**src/uart_config.svh**
```systemverilog
// UART build constants for word size, FIFO depth, oversampling and prescaler
`ifndef UART_CONFIG_SVH
`define UART_CONFIG_SVH

`define UART_DATA_W      8   // Data bits per frame
`define UART_FIFO_AW     4   // Depth is 2**AW
`define UART_SAMPLES     8   // Ticks per bit
`define UART_PRESCALE_W  16

`endif

```
**src/uart_ctrl_pkg.sv**
```systemverilog
// Sequencing types of the UART controller: frame states and bit phase
package uart_ctrl_pkg;

    typedef enum logic [2:0] {
        tx_idle, tx_start, tx_data, tx_parity, tx_stop0, tx_stop1
    } tx_state_e;

    typedef enum logic [2:0] {
        rx_idle, rx_start, rx_data, rx_parity, rx_stop0, rx_stop1
    } rx_state_e;

    // Kind of bit currently on the line
    typedef enum logic [1:0] {
        ph_start  = 2'd0,
        ph_data   = 2'd1,
        ph_parity = 2'd2,
        ph_stop   = 2'd3
    } phase_e;

endpackage

```
**src/uart_frame_pkg.sv**
```systemverilog
// Serial line format of the UART: parity modes, data word and parity rule
`include "uart_config.svh"

package uart_frame_pkg;

    typedef enum logic [2:0] {
        par_none   = 3'b000,
        par_odd    = 3'b001,
        par_even   = 3'b010,
        par_stick0 = 3'b100,
        par_stick1 = 3'b101
    } parity_e;

    typedef logic [`UART_DATA_W-1:0] data_t;

    // Parity bit carried on the line for a given word
    function automatic logic parity_bit(parity_e mode, data_t data);
        case (mode)
            par_odd:    return ~^data;
            par_even:   return ^data;
            par_stick1: return 1'b1;
            default:    return 1'b0;   // Sticky 0, unused for none
        endcase
    endfunction

endpackage

```
**src/uart_bit_if.sv**
```systemverilog
// Bit strobes between the UART controller and the TX and RX shift registers
`timescale 1ns/1ns

interface tx_bit_if;
    logic                  load;     // Capture FIFO head, also TX FIFO pop
    logic                  shift;    // End of a data bit
    uart_ctrl_pkg::phase_e phase;
    logic                  active;   // Frame on the line

    modport ctrl (
        output load,
        output shift,
        output phase,
        output active
    );
    modport shifter (
        input load,
        input shift,
        input phase,
        input active
    );
endinterface

interface rx_bit_if;
    logic                  line;     // Synchronized serial input
    logic                  sample;   // Middle of the current bit
    uart_ctrl_pkg::phase_e phase;
    logic                  clear;    // Start edge seen
    logic                  done;     // Last stop bit sampled, RX FIFO push

    modport ctrl (
        input  line,
        output sample,
        output phase,
        output clear,
        output done
    );
    modport shifter (
        output line,
        input  sample,
        input  phase,
        input  clear,
        input  done
    );
endinterface

```
**src/uart_baud_gen.sv**
```systemverilog
// Baud prescaler producing one sample tick every prescaler+1 clocks
`timescale 1ns/1ns
`include "uart_config.svh"

module uart_baud_gen (
    input  logic                        clk,
    input  logic                        resetn,
    input  logic                        en,
    input  logic [`UART_PRESCALE_W-1:0] prescaler,
    output logic                        tick
);

    logic [`UART_PRESCALE_W-1:0] count;
    logic                        wrap;

    assign wrap = count == prescaler;

    always_ff @(posedge clk or negedge resetn) begin
        if (!resetn) begin
            count <= '0;
        end else if (en) begin
            count <= wrap ? '0 : count + 1'b1;   // Holds while disabled
        end
    end

    assign tick = en && wrap;

endmodule

```
**src/uart_ctrl.sv**
```systemverilog
// UART frame sequencer: TX and RX state machines with sample and bit counters
`timescale 1ns/1ns
`include "uart_config.svh"

module uart_ctrl (
    input  logic                    clk,
    input  logic                    resetn,
    input  logic                    tick,
    input  logic                    tx_ready,
    input  uart_frame_pkg::parity_e parity_mode,
    input  logic                    two_stop,
    tx_bit_if.ctrl                  tx_bits,
    rx_bit_if.ctrl                  rx_bits
);

    localparam logic [2:0] last_sample = 3'(`UART_SAMPLES - 1);
    localparam logic [2:0] half_sample = 3'(`UART_SAMPLES / 2 - 1);
    localparam logic [2:0] last_bit    = 3'(`UART_DATA_W - 1);

    uart_ctrl_pkg::tx_state_e tx_state;
    uart_ctrl_pkg::rx_state_e rx_state;
    logic [2:0]               tx_scnt;
    logic [2:0]               tx_bcnt;
    logic [2:0]               rx_scnt;
    logic [2:0]               rx_bcnt;
    logic                     has_parity;
    logic                     tx_bit_end;
    logic                     rx_in_bit;

    assign has_parity = parity_mode != uart_frame_pkg::par_none;
    assign tx_bit_end = tick && tx_scnt == last_sample;

    always_ff @(posedge clk or negedge resetn) begin
        if (!resetn) begin
            tx_state <= uart_ctrl_pkg::tx_idle;
            tx_scnt  <= '0;
            tx_bcnt  <= '0;
        end else if (tx_state == uart_ctrl_pkg::tx_idle) begin
            tx_scnt <= '0;
            tx_bcnt <= '0;
            if (tx_bits.load)
                tx_state <= uart_ctrl_pkg::tx_start;
        end else if (tx_bit_end) begin
            tx_scnt <= '0;
            case (tx_state)
                uart_ctrl_pkg::tx_start: tx_state <= uart_ctrl_pkg::tx_data;
                uart_ctrl_pkg::tx_data: begin
                    tx_bcnt <= tx_bcnt + 3'd1;
                    if (tx_bcnt == last_bit)
                        tx_state <= has_parity ? uart_ctrl_pkg::tx_parity
                                               : uart_ctrl_pkg::tx_stop0;
                end
                uart_ctrl_pkg::tx_parity: tx_state <= uart_ctrl_pkg::tx_stop0;
                uart_ctrl_pkg::tx_stop0:
                    tx_state <= two_stop ? uart_ctrl_pkg::tx_stop1 : uart_ctrl_pkg::tx_idle;
                default: tx_state <= uart_ctrl_pkg::tx_idle;
            endcase
        end else if (tick) begin
            tx_scnt <= tx_scnt + 3'd1;
        end
    end

    assign tx_bits.load   = tx_state == uart_ctrl_pkg::tx_idle && tx_ready;
    assign tx_bits.shift  = tx_bit_end && tx_state == uart_ctrl_pkg::tx_data;
    assign tx_bits.active = tx_state != uart_ctrl_pkg::tx_idle;

    always_comb begin
        case (tx_state)
            uart_ctrl_pkg::tx_start:  tx_bits.phase = uart_ctrl_pkg::ph_start;
            uart_ctrl_pkg::tx_data:   tx_bits.phase = uart_ctrl_pkg::ph_data;
            uart_ctrl_pkg::tx_parity: tx_bits.phase = uart_ctrl_pkg::ph_parity;
            default:                  tx_bits.phase = uart_ctrl_pkg::ph_stop;   // Idle line high
        endcase
    end

    always_ff @(posedge clk or negedge resetn) begin
        if (!resetn) begin
            rx_state <= uart_ctrl_pkg::rx_idle;
            rx_scnt  <= '0;
            rx_bcnt  <= '0;
        end else begin
            case (rx_state)
                uart_ctrl_pkg::rx_idle: begin
                    rx_scnt <= '0;
                    rx_bcnt <= '0;
                    if (rx_bits.clear)
                        rx_state <= uart_ctrl_pkg::rx_start;
                end
                uart_ctrl_pkg::rx_start: begin
                    if (tick && rx_scnt == half_sample) begin
                        rx_scnt  <= '0;   // Middle of start bit reached
                        rx_state <= rx_bits.line ? uart_ctrl_pkg::rx_idle
                                                 : uart_ctrl_pkg::rx_data;
                    end else if (tick) begin
                        rx_scnt <= rx_scnt + 3'd1;
                    end
                end
                default: begin
                    if (rx_bits.sample) begin
                        rx_scnt <= '0;
                        case (rx_state)
                            uart_ctrl_pkg::rx_data: begin
                                rx_bcnt <= rx_bcnt + 3'd1;
                                if (rx_bcnt == last_bit)
                                    rx_state <= has_parity ? uart_ctrl_pkg::rx_parity
                                                           : uart_ctrl_pkg::rx_stop0;
                            end
                            uart_ctrl_pkg::rx_parity: rx_state <= uart_ctrl_pkg::rx_stop0;
                            uart_ctrl_pkg::rx_stop0:
                                rx_state <= two_stop ? uart_ctrl_pkg::rx_stop1
                                                     : uart_ctrl_pkg::rx_idle;
                            default: rx_state <= uart_ctrl_pkg::rx_idle;
                        endcase
                    end else if (tick) begin
                        rx_scnt <= rx_scnt + 3'd1;
                    end
                end
            endcase
        end
    end

    // Past the start bit, sampling once per bit
    assign rx_in_bit = rx_state != uart_ctrl_pkg::rx_idle && rx_state != uart_ctrl_pkg::rx_start;

    assign rx_bits.sample = rx_in_bit && tick && rx_scnt == last_sample;
    assign rx_bits.clear  = rx_state == uart_ctrl_pkg::rx_idle && tick && !rx_bits.line;
    assign rx_bits.done   = rx_bits.sample && (rx_state == uart_ctrl_pkg::rx_stop1 ||
                            (rx_state == uart_ctrl_pkg::rx_stop0 && !two_stop));

    always_comb begin
        case (rx_state)
            uart_ctrl_pkg::rx_data:   rx_bits.phase = uart_ctrl_pkg::ph_data;
            uart_ctrl_pkg::rx_parity: rx_bits.phase = uart_ctrl_pkg::ph_parity;
            uart_ctrl_pkg::rx_stop0:  rx_bits.phase = uart_ctrl_pkg::ph_stop;
            uart_ctrl_pkg::rx_stop1:  rx_bits.phase = uart_ctrl_pkg::ph_stop;
            default:                  rx_bits.phase = uart_ctrl_pkg::ph_start;
        endcase
    end

endmodule

```
**src/uart_fifo.sv**
```systemverilog
// Synchronous FIFO with fill level and a pulse for writes dropped when full
`timescale 1ns/1ns
`include "uart_config.svh"

module uart_fifo (
    input  logic                    clk,
    input  logic                    resetn,
    input  logic                    rd,
    input  logic                    wr,
    input  uart_frame_pkg::data_t   wdata,
    output uart_frame_pkg::data_t   rdata,
    output logic                    empty,
    output logic                    full,
    output logic [`UART_FIFO_AW:0]  level,
    output logic                    overflow
);

    localparam int depth = 1 << `UART_FIFO_AW;

    uart_frame_pkg::data_t    mem [depth];
    logic [`UART_FIFO_AW-1:0] wptr;
    logic [`UART_FIFO_AW-1:0] rptr;
    logic                     do_wr;
    logic                     do_rd;

    assign do_wr = wr && !full;
    assign do_rd = rd && !empty;

    always_ff @(posedge clk) begin
        if (do_wr)
            mem[wptr] <= wdata;
    end

    always_ff @(posedge clk or negedge resetn) begin
        if (!resetn) begin
            wptr  <= '0;
            rptr  <= '0;
            level <= '0;
        end else begin
            if (do_wr)
                wptr <= wptr + 1'b1;
            if (do_rd)
                rptr <= rptr + 1'b1;
            case ({do_wr, do_rd})
                2'b10:   level <= level + 1'b1;
                2'b01:   level <= level - 1'b1;
                default: level <= level;   // Push and pop together
            endcase
        end
    end

    assign rdata    = mem[rptr];            // Head shown without a read
    assign empty    = level == '0;
    assign full     = level[`UART_FIFO_AW];  // Only set at exactly depth
    assign overflow = wr && full;

endmodule

```
**src/uart_rx_shifter.sv**
```systemverilog
// UART receive path: input synchronizer, loopback select, shift register, errors
`timescale 1ns/1ns
`include "uart_config.svh"

module uart_rx_shifter (
    input  logic                    clk,
    input  logic                    resetn,
    input  logic                    rx,
    input  logic                    tx_loop,
    input  logic                    loopback_en,
    input  uart_frame_pkg::parity_e parity_mode,
    rx_bit_if.shifter               bits,
    output uart_frame_pkg::data_t   rdata,
    output logic                    parity_error,
    output logic                    frame_error
);

    logic [1:0]            sync;
    uart_frame_pkg::data_t sreg;
    logic                  par_err;
    logic                  frm_err;
    logic                  stop_bad;

    always_ff @(posedge clk or negedge resetn) begin
        if (!resetn)
            sync <= 2'b11;
        else
            sync <= {sync[0], rx};
    end

    assign bits.line = loopback_en ? tx_loop : sync[1];   // Loopback skips the sync

    always_ff @(posedge clk) begin
        if (bits.sample && bits.phase == uart_ctrl_pkg::ph_data)
            sreg <= {bits.line, sreg[`UART_DATA_W-1:1]};   // LSB arrives first
    end

    assign stop_bad = bits.sample && bits.phase == uart_ctrl_pkg::ph_stop && !bits.line;

    always_ff @(posedge clk or negedge resetn) begin
        if (!resetn) begin
            par_err <= 1'b0;
            frm_err <= 1'b0;
        end else if (bits.clear) begin
            par_err <= 1'b0;
            frm_err <= 1'b0;
        end else begin
            if (bits.sample && bits.phase == uart_ctrl_pkg::ph_parity &&
                bits.line != uart_frame_pkg::parity_bit(parity_mode, sreg))
                par_err <= 1'b1;
            if (stop_bad)
                frm_err <= 1'b1;
        end
    end

    // Last stop bit is judged in the same cycle as done
    assign frame_error  = bits.done && (frm_err || stop_bad);
    assign parity_error = bits.done && par_err;
    assign rdata        = sreg;

endmodule

```
**src/uart_top.sv**
```systemverilog
// UART top level: baud generator, frame control, shifters and two FIFOs
`timescale 1ns/1ns
`include "uart_config.svh"

module uart_top (
    input  logic                        clk,
    input  logic                        resetn,
    input  logic                        en,
    input  logic [`UART_PRESCALE_W-1:0] prescaler,
    input  uart_frame_pkg::parity_e     parity_mode,
    input  logic                        two_stop,
    input  logic                        loopback_en,
    input  logic                        wr,
    input  uart_frame_pkg::data_t       wdata,
    input  logic                        rd,
    output logic                        tx_empty,
    output logic                        tx_full,
    output logic [`UART_FIFO_AW:0]      tx_level,
    output uart_frame_pkg::data_t       rdata,
    output logic                        rx_empty,
    output logic                        rx_full,
    output logic [`UART_FIFO_AW:0]      rx_level,
    output logic                        parity_error_flag,
    output logic                        frame_error_flag,
    output logic                        overrun_flag,
    input  logic                        rx,
    output logic                        tx
);

    logic                  tick;
    uart_frame_pkg::data_t tx_head;   // Next word to send
    uart_frame_pkg::data_t rx_word;   // Assembled received word

    tx_bit_if tx_bits ();
    rx_bit_if rx_bits ();

    uart_baud_gen baud_gen (
        .clk       (clk),
        .resetn    (resetn),
        .en        (en),
        .prescaler (prescaler),
        .tick      (tick)
    );

    uart_fifo tx_fifo (
        .clk      (clk),
        .resetn   (resetn),
        .rd       (tx_bits.load),
        .wr       (wr),
        .wdata    (wdata),
        .rdata    (tx_head),
        .empty    (tx_empty),
        .full     (tx_full),
        .level    (tx_level),
        .overflow ()
    );

    uart_ctrl ctrl (
        .clk         (clk),
        .resetn      (resetn),
        .tick        (tick),
        .tx_ready    (~tx_empty),
        .parity_mode (parity_mode),
        .two_stop    (two_stop),
        .tx_bits     (tx_bits.ctrl),
        .rx_bits     (rx_bits.ctrl)
    );

    uart_tx_shifter tx_shifter (
        .clk         (clk),
        .resetn      (resetn),
        .bits        (tx_bits.shifter),
        .wdata       (tx_head),
        .parity_mode (parity_mode),
        .tx          (tx)
    );

    uart_rx_shifter rx_shifter (
        .clk          (clk),
        .resetn       (resetn),
        .rx           (rx),
        .tx_loop      (tx),
        .loopback_en  (loopback_en),
        .parity_mode  (parity_mode),
        .bits         (rx_bits.shifter),
        .rdata        (rx_word),
        .parity_error (parity_error_flag),
        .frame_error  (frame_error_flag)
    );

    uart_fifo rx_fifo (
        .clk      (clk),
        .resetn   (resetn),
        .rd       (rd),
        .wr       (rx_bits.done),
        .wdata    (rx_word),
        .rdata    (rdata),
        .empty    (rx_empty),
        .full     (rx_full),
        .level    (rx_level),
        .overflow (overrun_flag)   // Frame lost on a full RX FIFO
    );

endmodule

```
**src/uart_tx_shifter.sv**
```systemverilog
// UART transmit shift register with parity generation and registered line
`timescale 1ns/1ns

module uart_tx_shifter (
    input  logic                    clk,
    input  logic                    resetn,
    tx_bit_if.shifter               bits,
    input  uart_frame_pkg::data_t   wdata,
    input  uart_frame_pkg::parity_e parity_mode,
    output logic                    tx
);

    uart_frame_pkg::data_t sreg;
    logic                  par_bit;
    logic                  line;

    always_ff @(posedge clk) begin
        if (bits.load) begin
            sreg    <= wdata;
            par_bit <= uart_frame_pkg::parity_bit(parity_mode, wdata);
        end else if (bits.shift) begin
            sreg <= sreg >> 1;   // LSB first
        end
    end

    always_comb begin
        if (!bits.active) begin
            line = 1'b1;
        end else begin
            case (bits.phase)
                uart_ctrl_pkg::ph_start:  line = 1'b0;
                uart_ctrl_pkg::ph_data:   line = sreg[0];
                uart_ctrl_pkg::ph_parity: line = par_bit;
                default:                  line = 1'b1;
            endcase
        end
    end

    always_ff @(posedge clk or negedge resetn) begin
        if (!resetn)
            tx <= 1'b1;   // Line idles high
        else
            tx <= line;
    end

endmodule
```
**config.mk**
```make
export PLATFORM = sky130hd
export DESIGN_NAME = uart_top
export DESIGN_NICKNAME = d
export VERILOG_FILES = /design/src/uart_ctrl_pkg.sv /design/src/uart_frame_pkg.sv /design/src/uart_bit_if.sv /design/src/uart_baud_gen.sv /design/src/uart_ctrl.sv /design/src/uart_fifo.sv /design/src/uart_rx_shifter.sv /design/src/uart_top.sv /design/src/uart_tx_shifter.sv
export VERILOG_INCLUDE_DIRS = /design/src
export SDC_FILE = /design/constraint.sdc
export NUM_CORES = 1
export LEC_CHECK = 0
export ABC_AREA = 1
export BUFFER_PORTS_ARGS = -buffer_cell sky130_fd_sc_hd__buf_4
export CAP_MARGIN = 20
export CORE_MARGIN = 4
export CORE_UTILIZATION = 40
export CTS_CLUSTER_SIZE = 20
export DETAILED_ROUTE_END_ITERATION = 12
export PLACE_DENSITY = 0.65
export SLEW_MARGIN = 0
export SYNTH_ARGS = -nofsm -noshare
export SYNTH_HDL_FRONTEND = slang
export SYNTH_SLANG_ARGS = --single-unit
```
**constraint.sdc**
```tcl
create_clock -name clk -period 4.5 [get_ports clk]
set_clock_uncertainty 0.2 [all_clocks]
set_input_delay 0.225 -clock clk [delete_from_list [all_inputs] [get_ports clk]]
set_output_delay 0.225 -clock clk [all_outputs]
set_load 0.05 [all_outputs]
```
## Yosys cells after proc, flatten, opt, wreduce, memory -nomap -nowiden

Memories as Yosys holds them, arrays and structs flattened.
Index checks and enable logic that the tools add are counted.

| word-level totals | value |
|---|---|
| RAM bits | 256 |
| bits of input ports | 35 |
| word-level logic and storage cells | 179 |
| flip-flop bits (word level) | 82 |
| output and inout bits | 26 |
| memories | 2 |

| cells by class | value |
|---|---|
| add/subtract/negate cells | 13 |
| reduce and logical (&&, ||, !) cells | 60 |
| mux-type cells | 48 |
| eq/ne operators | 34 |
| bitwise gates (word level) | 2 |

Memories:

| name | words | width | read ports | clocked after Yosys merged registers in | wr ports | RTL line | text |
|---|---|---|---|---|---|---|---|
| rx_fifo.mem | 16 | 8 | 1 | 0 | 1 | uart_fifo.sv:20 | `uart_frame_pkg::data_t mem [depth];` |
| tx_fifo.mem | 16 | 8 | 1 | 0 | 1 | uart_fifo.sv:20 |  |

Operators with widths:

| cell | count |
|---|---|
| $mux 3 | 21 |
| $eq 3x3->1 const B | 8 |
| $logic_and 1x1->1 | 24 |
| $pmux 5 s2 | 2 |
| $eq 3x2->1 const B | 6 |
| $pmux 3 s2 | 3 |
| $reduce_bool 2->1 | 9 |
| $add 16x1->16 const B | 1 |
| $add 4x1->4 const B | 4 |
| $eq 16x16->1 | 1 |
| $mux 16 | 1 |
| $mux 8 | 2 |
| $reduce_xnor 8->1 | 2 |
| $reduce_xor 8->1 | 2 |
| $reduce_bool 3->1 | 5 |
| $add 3x1->3 const B | 4 |
| $pmux 2 s3 | 2 |
| $pmux 3 s4 | 1 |
| $mux 1 | 11 |
| $add 5x1->5 const B | 2 |
| $eq 2x2->1 const B | 5 |
| $logic_not 5->1 | 2 |
| $sub 5x1->5 const B | 2 |
| $eq 3x1->1 const B | 3 |
| other kinds (18) | 34 |

## Longest topological paths before layout

Gate-level depths: netlist of run 1.

| depth | value |
|---|---|
| depth after elaboration | 9 |
| mapped depth | 21 |
| mapped depth without buffers | 20 |

## By module

Synthesis of run 1 repeated with hierarchy kept, for this count alone.

| unflattened totals | value |
|---|---|
| cell total of the unflattened synthesis | 1803 |
| area, all modules | 16309.4 µm² |

Modules (own cells, without submodules):

| module | instances | sequential area each (µm²) | cells an instance | area each (µm²) |
|---|---|---|---|---|
| uart_fifo at rx_fifo | 1 | 4169.0 | 618 | 6217.2 |
| uart_fifo at tx_fifo | 1 | 4169.0 | 619 | 6217.2 |
| uart_baud_gen | 1 | 400.4 | 233 | 1327.5 |
| uart_ctrl | 1 | 450.4 | 162 | 1246.2 |
| uart_rx_shifter | 1 | 342.8 | 85 | 684.4 |
| uart_tx_shifter | 1 | 296.5 | 85 | 613.1 |
| uart_top | 1 | 0.0 | 1 | 3.8 |

## Least setup slack after synthesis of run 1

OpenSTA, ideal clock, no wires.

| timing path | value |
|---|---|
| path kind | register to register |
| start point | register baud_gen.count[11] |
| end point | register rx_fifo.level[4] |
| arrival | 2610 ps |
| library setup time | 145 ps |
| period minus slack after synthesis | 2955 ps |
| slack | 1545 ps |
| stages on the path, launching flop included | 20 |
| data required time | 4155 ps |
| path buffers | 1 |
| cell sequence | dfrtp_1 inv_2 or2_1 nand3_1 nor3_2 nand2_2 nor2_4 nand2_4 nor2_8 nand3_4 buf_6 ha_1 ha_1 a21oi_1 nor2_1 nor2_1 nand2_1 nand2_1 nor2_1 xor2_1 |

| on the way | value |
|---|---|
| cells in the longest elaborated chain, start to end | 8 |
| elaborated cells between the ends (all ways) | 10 |
| those cells by class | 3 x eq/ne; 1 x mux; 6 x reduce/logical |

Ends and longest elaborated chain:

| element | RTL line | text |
|---|---|---|
| from (decl) | uart_baud_gen.sv:13 | `` logic [`UART_PRESCALE_W-1:0] count; `` |
| from (signal assigned) | uart_baud_gen.sv:22 | `count <= wrap ? '0 : count + 1'b1;` |
| $eq 16x16->1 (*) | uart_baud_gen.sv:16 | `assign wrap = count == prescaler;` |
| $logic_and 1x1->1 (*) | uart_baud_gen.sv:26 | `assign tick = en && wrap;` |
| $logic_and 1x1->1 (*) (2 in a row) | uart_ctrl.sv:125 | `assign rx_bits.sample = rx_in_bit && tick && rx_scnt == last_sample;` |
| $logic_and 1x1->1 (*) | uart_ctrl.sv:127 | `assign rx_bits.done = rx_bits.sample && (rx_state == uart_ctrl_pkg::rx_stop1 \|\|` |
| $logic_and 1x1->1 (*) | uart_fifo.sv:26 | `assign do_wr = wr && !full;` |
| $eq 2x1->1 or $eq 2x2->1 (tied branches) | uart_fifo.sv:44 | `case ({do_wr, do_rd})` |
| $pmux 5 s2 or $reduce_bool 2->1 (tied branches) | - |  |
| to (signal assigned) | uart_fifo.sv:45 | `2'b10: level <= level + 1'b1;` |
| to (signal assigned) | uart_fifo.sv:46 | `2'b01: level <= level - 1'b1;` |
| to (signal assigned) | uart_fifo.sv:47 | `default: level <= level;` |
| to (decl) | uart_fifo.sv:14 | `` output logic [`UART_FIFO_AW:0] level, `` |

Every way passes the cells marked *; elsewhere a longest branch is shown, timed or not.
A chain may end at the register's enable or synchronous reset.

## Worst setup path in the final report of run 1

| timing path | value |
|---|---|
| start point | register tx_fifo.rptr[0] |
| end point | register tx_shifter.par_bit (data pin) |

| on the way | value |
|---|---|
| cells in the longest elaborated chain, start to end | 3 |
| elaborated cells between the ends (all ways) | 4 |
| those cells by class | 1 x mux; 2 x reduce/logical; 1 x memory |

Ends and longest elaborated chain:

| element | RTL line | text |
|---|---|---|
| from (decl) | uart_fifo.sv:22 | `` logic [`UART_FIFO_AW-1:0] rptr; `` |
| from (signal assigned) | uart_fifo.sv:43 | `rptr <= rptr + 1'b1;` |
| $mem_v2 16x8 (*) | - |  |
| $reduce_xor 8->1 or $reduce_xnor 8->1 (tied branches) | uart_frame_pkg.sv:20, uart_frame_pkg.sv:19 |  |
| $pmux 1 s3 (*) | uart_frame_pkg.sv:18 | `case (mode)` |
| to (signal assigned) | uart_tx_shifter.sv:20 | `par_bit <= uart_frame_pkg::parity_bit(parity_mode, wdata);` |
| to (decl) | uart_tx_shifter.sv:14 | `logic par_bit;` |

Marks and branches as above.

==> flow_summary.json, run 1 <==
{
  "die_h_um": 203,
  "yosys.area_share.adder_pct": 2.56,
  "worst_ir_drop_vdd_mv": 0.411,
  "distinct_cells_synth": 46,
  "final_area_mm2": 0.0176,
  "synth_xor_xnor_area_share_pct": 2.18,
  "io-pin-count": 61,
  "setup.worst_path.end_class": "flop",
  "clock.fmax_mhz": 277,
  "slew_viol_final": 0,
  "final_period_minus_worst_setup_slack_ps": 3610,
  "cpPeakStageDelay_ps": 640,
  "drt-total-wl_mm": 33.7,
  "yosysTopAreaCellShare_pct": 53.7,
  "die-area_mm2": 0.0413,
  "required_ps": 4560,
  "synth_enable_flop_cells": 273,
  "coreArea_mm2": 0.0377,
  "netlist.top_cell.by_area": "edfxtp_1",
  "remaining_drc_errors": 0,
  "tritoncts.num_buffers": 37,
  "synthToLayoutAreaGrowth_pct": 15.2,
  "grt_util_all_layers_pct": 16.3,
  "post_synth_instance_area_mm2": 0.0153,
  "grt.overflow.total": 0,
  "post_synthesis_average_cell_area_um2": 10.7,
  "dieWidth_um": 203,
  "max-slew-margin-rel_pct": 32.1,
  "post-cts-setup-buffer-count": 0,
  "n_fill_cell": 3434,
  "drt.antenna.violating_nets": 0,
  "power-per-cell-area_mw_per_mm2": 509,
  "worstMarginPinSlew_ps": 1010,
  "timing.critical_path.arrival_ps": 3670,
  "layout-drive-gt1-share_pct": 9.98,
  "p_int_mw": 6.06,
  "worst-setup-path-type": "reg2reg",
  "ys_ff_latch": 338,
  "final_hpwl_from_detailed_placement_mm": 21.3,
  "timing.final.setup_violations": 0,
  "max_cap_viols": 0,
  "routed-via-count": 10200,
  "bufs_on_longest_clock_path": 3,
  "timing.critical_path.fanout_max": 49,
  "cp-start-kind": "flop",
  "clk_latency_ps": 540,
  "sw_share_pct": 32.2,
  "leakage_nw": 7.14,
  "timing.hold.worst.class": "in2reg",
  "power.sequential.fraction_pct": 42.8,
  "synth_compound_gate_area_share_pct": 6.08,
  "sequential_area_share_after_synthesis_pct": 64.4,
  "number_of_i_o_port_buffers": 60,
  "whs_ps": 13.3,
  "holdBufCountCts": 17,
  "slowest_stage": "inv_2",
  "yosys_most_used_dff": "edfxtp_1",
  "cts-root-buf": "clkbuf_16",
  "critPathMostFrequentCell": "nand2_1",
  "most_frequent_standard_cell_in_the_layout_excluding_fill_and_tap_cells": "nand2_1",
  "via_per_inst": 4.98,
  "std_cell_rows": 71,
  "largest_net_degree_at_the_start_of_global_routing": 70,
  "place.detailed.instances": 1956,
  "totalNegativeSetupSlack_ps": 0,
  "power.total_mw": 8.94,
  "post_synth_mux_area_share_pct": 1.51,
  "finish.net_count": 1570,
  "post_layout_nonfiller_instances": 2044,
  "antenna-diode-count": 0,
  "postPlaceCellArea_mm2": 0.0162,
  "synthCells": 1426,
  "power.share.clock_pct": 33.4,
  "htree_levels": 2,
  "rsz0062_at_grt": "no",
  "synth-simple-area-share_pct": 17.4,
  "antenna_found_initial": 0,
  "start_util_pct": 40.5,
  "globalplace.congestion": 0.888,
  "run_status": "completed",
  "first_global_vias": 9972,
  "warning_count_from_the_yosys_run": 0,
  "critical_path.cell_chain": "inv_2, buf_4, nand2_1, nand2_1, nand2_1, nand3_1, nand3_1, nand2_1, inv_1, nand2_1, nand2_1, nand2_1, nand2_1, nand2_1, nand2_1, nand2_1, nand3_1, dlygate4sd3_1",
  "grt_pass1_wl_mm": 53.7,
  "drt_initial_violations": 744,
  "drtPass1Iterations": 5,
  "p_comb_share_pct": 23.8,
  "async_flop_share_pct": 19.2,
  "cts_tree": "done",
  "net-switching-power_mw": 2.88,
  "synth.top_cells.by_area": "edfxtp_1 54%, dfrtp_1 10%, nand2_1 8.3%",
  "synth_top_family_by_area": "simple AND/OR/NAND/NOR gates",
  "timing.final.crit_share_pct": 80.2,
  "final_hold_violation_count": 0,
  "wl_per_cell_um": 16.5,
  "mappedNetlistNets": 1491,
  "cts_sinks": 338,
  "path_clk_slew_ps": 60,
  "mostFrequentLayoutCells": "339 x nand2_1, 273 x edfxtp_1, 157 x inv_1",
  "post_cts_resize_count": 0
}
==> Yosys cell counts (2+ instances only) <==
cell        n
buf_1       3
buf_6       2
fa_1        2
nand4_1    10
buf_2      12
nor2_4      2
xor2_1     16
clkbuf_1   28
inv_1     157
o21ai_1     5
or2_1       2
dfstp_2     3
a21oi_1    21
o32ai_1     9
o221ai_1   22
xnor2_1    22
mux2i_1    23
o211ai_1   13
buf_4      10
edfxtp_1  273
nor3_1     21
inv_2       3
nor2_1    118
o21ai_0    76
ha_1       28
nand3_1   118
nand2_1   339
o21bai_1    2
nor3_2      4
clkinv_1    4
dfrtp_1    62
or2_2       2
==> final timing paths <==
path                                    start            endpoint  slack [ps]  cells after the start
max in group asynchronous              resetn     tx_fifo.rptr[0]        3210                      2
min in group asynchronous              resetn     tx_fifo.rptr[2]         190                      2
setup / recovery              tx_fifo.rptr[0]  tx_shifter.par_bit         890                     18
setup reg to reg              tx_fifo.rptr[0]  tx_shifter.par_bit         890                     18
hold reg to reg            rx_shifter.sync[0]  rx_shifter.sync[1]         160                      0
hold / removal                    loopback_en    ctrl.rx_state[1]          10                      6
==> layer usage <==
metal  up-vias  track usage, %  wire (µm)
met3        56            2.75       1600
met2       237            27.2      16500
met1      4885            21.8      14800
met4         0            5.13        784
li1       5001               -          -
met5         -               0          0
==> metrics by stage <==
stage | worst slack, ps | utilization, %
floorplan | 1540 | -
global placement | 1080 | 43.0
detailed placement | 996 | 43.0
CTS | 948 | 46.6
global route | 633 | 46.7
finish | 893 | 46.7
==> cell type report <==
type	count	area [µm²]	area share (%)
inverters	164	616	3.50
clock buffers	52	1040	5.94
clock inverters	15	159	0.904
flip-flops and latches	338	9830	55.9
repair buffers	95	751	4.27
well taps	511	639	3.64
multi-input cells	869	4540	25.8
==> kinds of logic after synthesis <==
kind of cell               count (synthesis)
AOI/OAI and AO/OA                        152
xor gates and xnor gates                  38
adders and majority gates                 30
buffers and inverters                    219
DFF                                      338
muxes                                     23
and+or+nand+nor                          626
==> power by group through the flow <==
| stage | clock [mW] | combinational (mW) | sequential (mW) |
|---|---|---|---|
| 3_3_place_gp | 0 | 2.08 | 3.88 |
| 3_5_place_dp | 0 | 2.11 | 3.88 |
| 2_1_floorplan | 0 | 1.47 | 3.90 |
| 4_1_cts | 3.06 | 2.14 | 3.82 |
| 5_1_grt | 3.20 | 2.32 | 3.85 |
| 6_report | 2.99 | 2.13 | 3.82 |
==> flip-flops by register name, indices dropped and copies added, names as in the netlist, 5 cells and up <==
signal,flops
baud_gen.count,16
rx_fifo.level,5
rx_fifo.mem,128
rx_shifter.rdata,8
tx_fifo.level,5
tx_fifo.mem,128
tx_shifter.sreg,8
==> worst max-delay path, delay by kind of cell, from the launching register on <==
family	cells	cell delay, ps
flops	1	400
buf+inv	4	1650
simple gates	14	1050
No activity file was read; power rests on OpenSTA's default activity.
==> run 2: changes to the inputs <==
ABC_AREA = 0   (was 1)
PLACE_DENSITY = 0.67   (was 0.65)
clock period = 2.95 ns   (was 4.5 ns; I/O delays follow)
==> run 2 against run 1 <==
Power is 65% higher. Via count decreased by 25%. Flip-flop and latch count stayed put. Cell area decreased by 2.4%. Setup slack lost 830 ps. Utilization is 1.7 points higher. Critical endpoint is now rx_fifo.level[4].
==> flow_summary.json, run 2 <==
{
  "run_status": "completed",
  "power-per-cell-area_mw_per_mm2": 861,
  "netlist.top_cell.by_area": "edfxtp_1",
  "post_synth_mux_area_share_pct": 12.6,
  "io-pin-count": 61,
  "top_regs": "rx_fifo.mem (128), tx_fifo.mem (128), baud_gen.count (16)",
  "htree_levels": 2,
  "antenna-diode-count": 0,
  "mappedNetlistNets": 926,
  "critical_path.cell_chain": "xnor2_1, nand4_1, nor4_4, nand3_4, nor3_4, inv_2, ha_4, inv_4, fa_2, inv_2, a21o_1, a21oi_2, xnor2_1, nor2_1, xor2_1",
  "final_hold_violation_count": 0,
  "totalNegativeSetupSlack_ps": 0,
  "via_per_inst": 5.12,
  "slowest_stage": "dfrtp_1",
  "sequential_area_share_after_synthesis_pct": 68.4,
  "clock.fmax_mhz": 346,
  "max_cap_viols": 0,
  "tritoncts.num_buffers": 36,
  "grt_pass1_wl_mm": 44.1,
  "coreArea_mm2": 0.0355,
  "drt.antenna.violating_nets": 0,
  "drt-total-wl_mm": 26.9,
  "cts-root-buf": "clkbuf_16",
  "synthCells": 861,
  "final_area_mm2": 0.0172,
  "ys_top_cells_by_count": "273 x edfxtp_1, 68 x nand2_1, 67 x nor2_1",
  "timing.final.crit_share_pct": 97.8,
  "async_flop_share_pct": 19.2,
  "whs_ps": 47.9,
  "worstMarginPinSlew_ps": 863,
  "timing.critical_path.arrival_ps": 3070,
  "number_of_i_o_port_buffers": 60,
  "first_global_vias": 7906,
  "top_layer_used": "met4",
  "rsz0062_at_grt": "yes",
  "grt.overflow.total": 0,
  "cp-start-kind": "flop",
  "layout-drive-gt1-share_pct": 27.7,
  "required_ps": 3140,
  "distinct_cells_synth": 55,
  "synth-simple-area-share_pct": 6.52,
  "drtPass1Iterations": 5,
  "timing.final.setup_violations": 0,
  "met1_length_mm": 11.8,
  "final_hpwl_from_detailed_placement_mm": 17.7,
  "synth_top_family_by_area": "multiplexers",
  "yosysTopAreaCellShare_pct": 57.1,
  "wl_per_cell_um": 18.1,
  "yosys.area_share.adder_pct": 2.72,
  "warning_count_from_the_yosys_run": 0,
  "drt_initial_violations": 439,
  "synth.top_cells.by_area": "edfxtp_1 57%, dfrtp_1 11%, mux4_2 9.4%",
  "largest_net_degree_at_the_start_of_global_routing": 66,
  "dp_slack_ps": 47.1,
  "post_synth_instance_area_mm2": 0.0144,
  "synth_enable_flop_cells": 273,
  "timing.hold.worst.class": "in2reg",
  "die_h_um": 197,
  "yosys_most_used_dff": "edfxtp_1",
  "finish.net_count": 1065,
  "synthToLayoutAreaGrowth_pct": 19.4,
  "bufs_on_longest_clock_path": 3,
  "mostFrequentLayoutCells": "273 x edfxtp_1, 117 x buf_4, 67 x nand2_1",
  "max-slew-margin-rel_pct": 42.5,
  "post-cts-setup-buffer-count": 0,
  "post_synthesis_average_cell_area_um2": 16.7,
  "ys_ff_latch": 338,
  "cts_sinks": 338,
  "worst_ir_drop_vdd_mv": 0.994,
  "globalplace.congestion": 0.816,
  "antenna_found_initial": 0,
  "clk_latency_ps": 530,
  "most_used_standard_cell_by_instance_count_after_synthesis": "edfxtp_1",
  "grt_util_all_layers_pct": 14.1,
  "path_clk_slew_ps": 60,
  "timing.critical_path.fanout_max": 4,
  "worst-setup-path-type": "reg2reg",
  "met2RoutedLength_mm": 13.3,
  "final_period_minus_worst_setup_slack_ps": 2890,
  "std_cell_rows": 69,
  "slew_viol_final": 0,
  "cpPeakStageDelay_ps": 400,
  "most_frequent_standard_cell_in_the_layout_excluding_fill_and_tap_cells": "edfxtp_1",
  "dieWidth_um": 197,
  "power.total_mw": 14.8,
  "postPlaceCellArea_mm2": 0.0158,
  "die-area_mm2": 0.0390,
  "routed-via-count": 7601,
  "final.setup.worst_slack_ps": 63.8,
  "met3WireLength_mm": 1.20,
  "cts_tree": "done",
  "remaining_drc_errors": 0,
  "leakage_nw": 6.21,
  "synth_xor_xnor_area_share_pct": 3.96,
  "setup.worst_path.end_class": "flop",
  "start_util_pct": 40.5,
  "synth_compound_gate_area_share_pct": 3.55
}
run 2: cell count changes in the layout (fill, tap and decap cells not counted), sizes merged, moves of 54 or more:
cell   before  now
nor2      121   67
inv       160   22
nand3     120    6
mux4        0   72
nand2     341   69
o21ai      81   20
run 2: cell families after synthesis:
| group | count (synthesis) |
|---|---|
| flip-flops | 338 |
| AND/OR/NAND/NOR | 201 |
| multiplexers | 85 |
| AO/OA/AOI/OAI | 77 |
| XOR/XNOR | 65 |
| buffers and inverters | 65 |
| adder cells (fa/ha/maj) | 30 |
run 2: per-stage QoR:
step                util [%]  std cells
global route            48.3       1486
floorplan                  -        861
global placement        44.6       1404
finish                  48.3       1486
CTS                     48.1       1485
detailed placement      44.6       1404
run 2: routing by layer:
layer,track usage [%],vias to the layer above
met5,0,-
met2,23.9,149
met3,2.40,43
met4,4.03,0
met1,19.0,3846
li1,-,3563
run 2: repair_timing:
| item | 4_1_cts | 5_1_grt |
|---|---|---|
| hold buffers | 18 | 0 |
| setup endpoints to repair | 0 | 7 |
| resized for setup | 0 | 14 |
| endpoints found under the hold margin | 204 | 0 |
run 2: area by class of cell:
| class | count | area, µm² |
|---|---|---|
| Multi-Input combinational cell | 458 | 4350 |
| Timing Repair Buffer | 144 | 1220 |
| Tap cell | 461 | 577 |
| Clock buffer | 49 | 950 |
| Sequential cell | 338 | 9840 |
| Clock inverter | 14 | 130 |
| Inverter | 22 | 85.1 |
| Fill cell | 2962 | 18300 |
run 2: where the power goes:
group          switching [mW]  leakage (nW)  internal [mW]  total, mW
registers               0.337          3.27           5.49       5.83
logic                    2.57          2.42           2.25       4.81
clock network            1.77         0.518           2.36       4.13
run 2: critical path: cells and delay by family, from the launching register on:
family                   cells  cell delay [ps]
flip-flops                   1              400
buffers and inverters        3              160
AO/OA/AOI/OAI                2              280
AND/OR/NAND/NOR              5              890
XOR/XNOR                     3              430
adder cells (fa/ha/maj)      2              390
run 2: final timing paths:
path	from	endpoint	slack [ps]	cells past startpoint
worst max register to register	baud_gen.count[5]	rx_fifo.level[4]	60	15
worst max-delay path	baud_gen.count[5]	rx_fifo.level[4]	60	15
worst min register to register	rx_shifter.sync[0]	rx_shifter.sync[1]	160	0
max in group asynchronous	resetn	rx_fifo.level[3]	1830	2
min in group asynchronous	resetn	ctrl.tx_scnt[1]	100	2
worst min-delay path	rd	rx_fifo.rptr[0]	50	4
==> run 3: changes to the inputs <==
CORE_MARGIN = 8   (was 4)
==> run 3 against run 2 <==
Sequential share of layout area is 0.33 points lower. Non-clock buffer count is 5 higher. Die area rose by 8.3%. Largest cell class unchanged. Largest power group unchanged.
==> flow_summary.json, run 3 (same netlist as run 2, synthesis figures left out) <==
{
  "clk_latency_ps": 530,
  "clock.fmax_mhz": 351,
  "std_cell_rows": 69,
  "layout-drive-gt1-share_pct": 28.5,
  "via_per_inst": 5.05,
  "cts_tree": "done",
  "n_fill_cell": 2950,
  "drt.antenna.violating_nets": 0,
  "mostFrequentLayoutCells": "273 x edfxtp_1, 125 x buf_4, 68 x nand2_1",
  "timing.final.crit_share_pct": 96.6,
  "top_regs": "rx_fifo.mem (128), tx_fifo.mem (128), baud_gen.count (16)",
  "reg2reg_from": "baud_gen.count[10]",
  "grt_util_all_layers_pct": 13.3,
  "wl_per_cell_um": 18.2,
  "crit_start": "baud_gen.count[10]",
  "synthToLayoutAreaGrowth_pct": 20.1,
  "start_util_pct": 40.5,
  "bufs_on_longest_clock_path": 3,
  "drt-total-wl_mm": 27.1,
  "final_period_minus_worst_setup_slack_ps": 2850,
  "io-pin-count": 61,
  "power-per-cell-area_mw_per_mm2": 874,
  "final.setup.worst_slack_ps": 101,
  "grt_pass1_wl_mm": 44.4,
  "timing.hold.worst.class": "in2reg",
  "timing.critical_path.fanout_max": 4,
  "max_cap_viols": 0,
  "tritoncts.num_buffers": 36,
  "coreArea_mm2": 0.0355,
  "largest_net_degree_at_the_start_of_global_routing": 66,
  "run_status": "completed",
  "cp-start-kind": "flop",
  "worst-setup-path-type": "reg2reg",
  "grt.overflow.total": 0,
  "cts_sinks": 338,
  "final_hpwl_from_detailed_placement_mm": 18.1,
  "setup.worst_path.end_class": "flop",
  "first_global_vias": 8080,
  "die-area_mm2": 0.0422,
  "slew_viol_final": 0,
  "whs_ps": 64.8,
  "worstHoldStart": "rd",
  "final_hold_violation_count": 0,
  "slowest_stage": "dfrtp_1",
  "drtPass1Iterations": 6,
  "path_clk_slew_ps": 60,
  "critical_path.cell_chain": "xnor2_1, nand4_1, nor4_4, nand3_4, nor3_4, inv_2, ha_4, inv_4, fa_2, inv_2, a21o_1, a21oi_2, xnor2_1, nor2_1, xor2_1",
  "die_h_um": 205,
  "worstMarginPinSlew_ps": 866,
  "leakage_nw": 6.28,
  "remaining_drc_errors": 0,
  "antenna_found_initial": 2,
  "htree_levels": 2,
  "most_frequent_standard_cell_in_the_layout_excluding_fill_and_tap_cells": "edfxtp_1",
  "routed-via-count": 7543,
  "cpPeakStageDelay_ps": 410,
  "timing.final.setup_violations": 0,
  "dp_slack_ps": 63.6,
  "max-slew-margin-rel_pct": 42.3,
  "final_area_mm2": 0.0173,
  "rsz0062_at_grt": "yes",
  "number_of_i_o_port_buffers": 60,
  "drt_initial_violations": 381,
  "required_ps": 3160,
  "finish.net_count": 1070,
  "dieWidth_um": 205,
  "postPlaceCellArea_mm2": 0.0158,
  "utilization_pct": 48.6,
  "worst_ir_drop_vdd_mv": 1.07,
  "cts-root-buf": "clkbuf_16",
  "globalplace.congestion": 0.780,
  "timing.critical_path.arrival_ps": 3060
}
==> run 3: cell types whose count changed in the layout (fill, tap and decap cells not counted), moves of 2 or more <==
cell | before | now
buf_4 | 117 | 125
bufinv_16 | 1 | 3
clkbuf_1 | 13 | 8
clkbuf_8 | 0 | 2
diode_2 | 0 | 2
xnor2_1 | 48 | 46
xnor2_2 | 2 | 4
==> run 3: timing repair <==
item,CTS,global route
endpoints found under the hold margin,215,0
resized for setup,0,11
hold buffers,18,0
setup buffers,0,4
setup endpoints to repair,0,6
==> run 3: power by group <==
group,internal (mW),total [mW],switching [mW]
logic,2.28,4.87,2.58
registers,5.49,5.84,0.343
clock network,2.58,4.37,1.79
total,10.4,15.1,4.72
==> run 3: layout make-up <==
cell class	instances	area (µm²)	area share, %
multi-input combinational	458	4360	25.3
antenna	2	5.00	0.0290
tap	461	577	3.34
clock buffer	46	958	5.56
clock inverter	19	208	1.20
sequential	338	9840	57.0
timing repair buffer	149	1220	7.08
inverter	22	85.1	0.493
==> run 3: final timing paths <==
check                                      to  slack (ps)  cells past startpoint
setup / recovery             rx_fifo.level[4]         100                     15
hold / removal                rx_fifo.rptr[0]          60                      4
setup reg to reg             rx_fifo.level[4]         100                     15
hold reg to reg            rx_shifter.sync[1]         150                      0
max in group asynchronous     rx_fifo.rptr[0]        1840                      2
min in group asynchronous     ctrl.tx_scnt[0]          80                      2
==> run 3: critical path, delay by kind of cell (launching register included) <==
kind / cells / cell delay, ps
fa+ha+maj: 2 / 400
compound gates: 2 / 280
simple gates: 5 / 900
flops: 1 / 410
buf+inv: 3 / 150
xor+xnor: 3 / 410
==> run 3: per-layer routing <==
layer	track usage (%)	up-vias	wire length [µm]
met2	23.1	117	14000
met1	16.7	3807	11700
met5	0	-	0
met3	2.47	40	936
li1	-	3579	-
met4	3.91	0	515
==> run 3: through the flow <==
step | total power [mW] | TNS [ps] | instances
after floorplan | 9.45 | -201 | 861
after global placement | 10.7 | 0 | 1406
after detailed placement | 10.8 | 0 | 1406
after CTS | 15.3 | 0 | 1489
after global routing | 15.8 | -85.8 | 1495
final | 15.1 | 0 | 1495
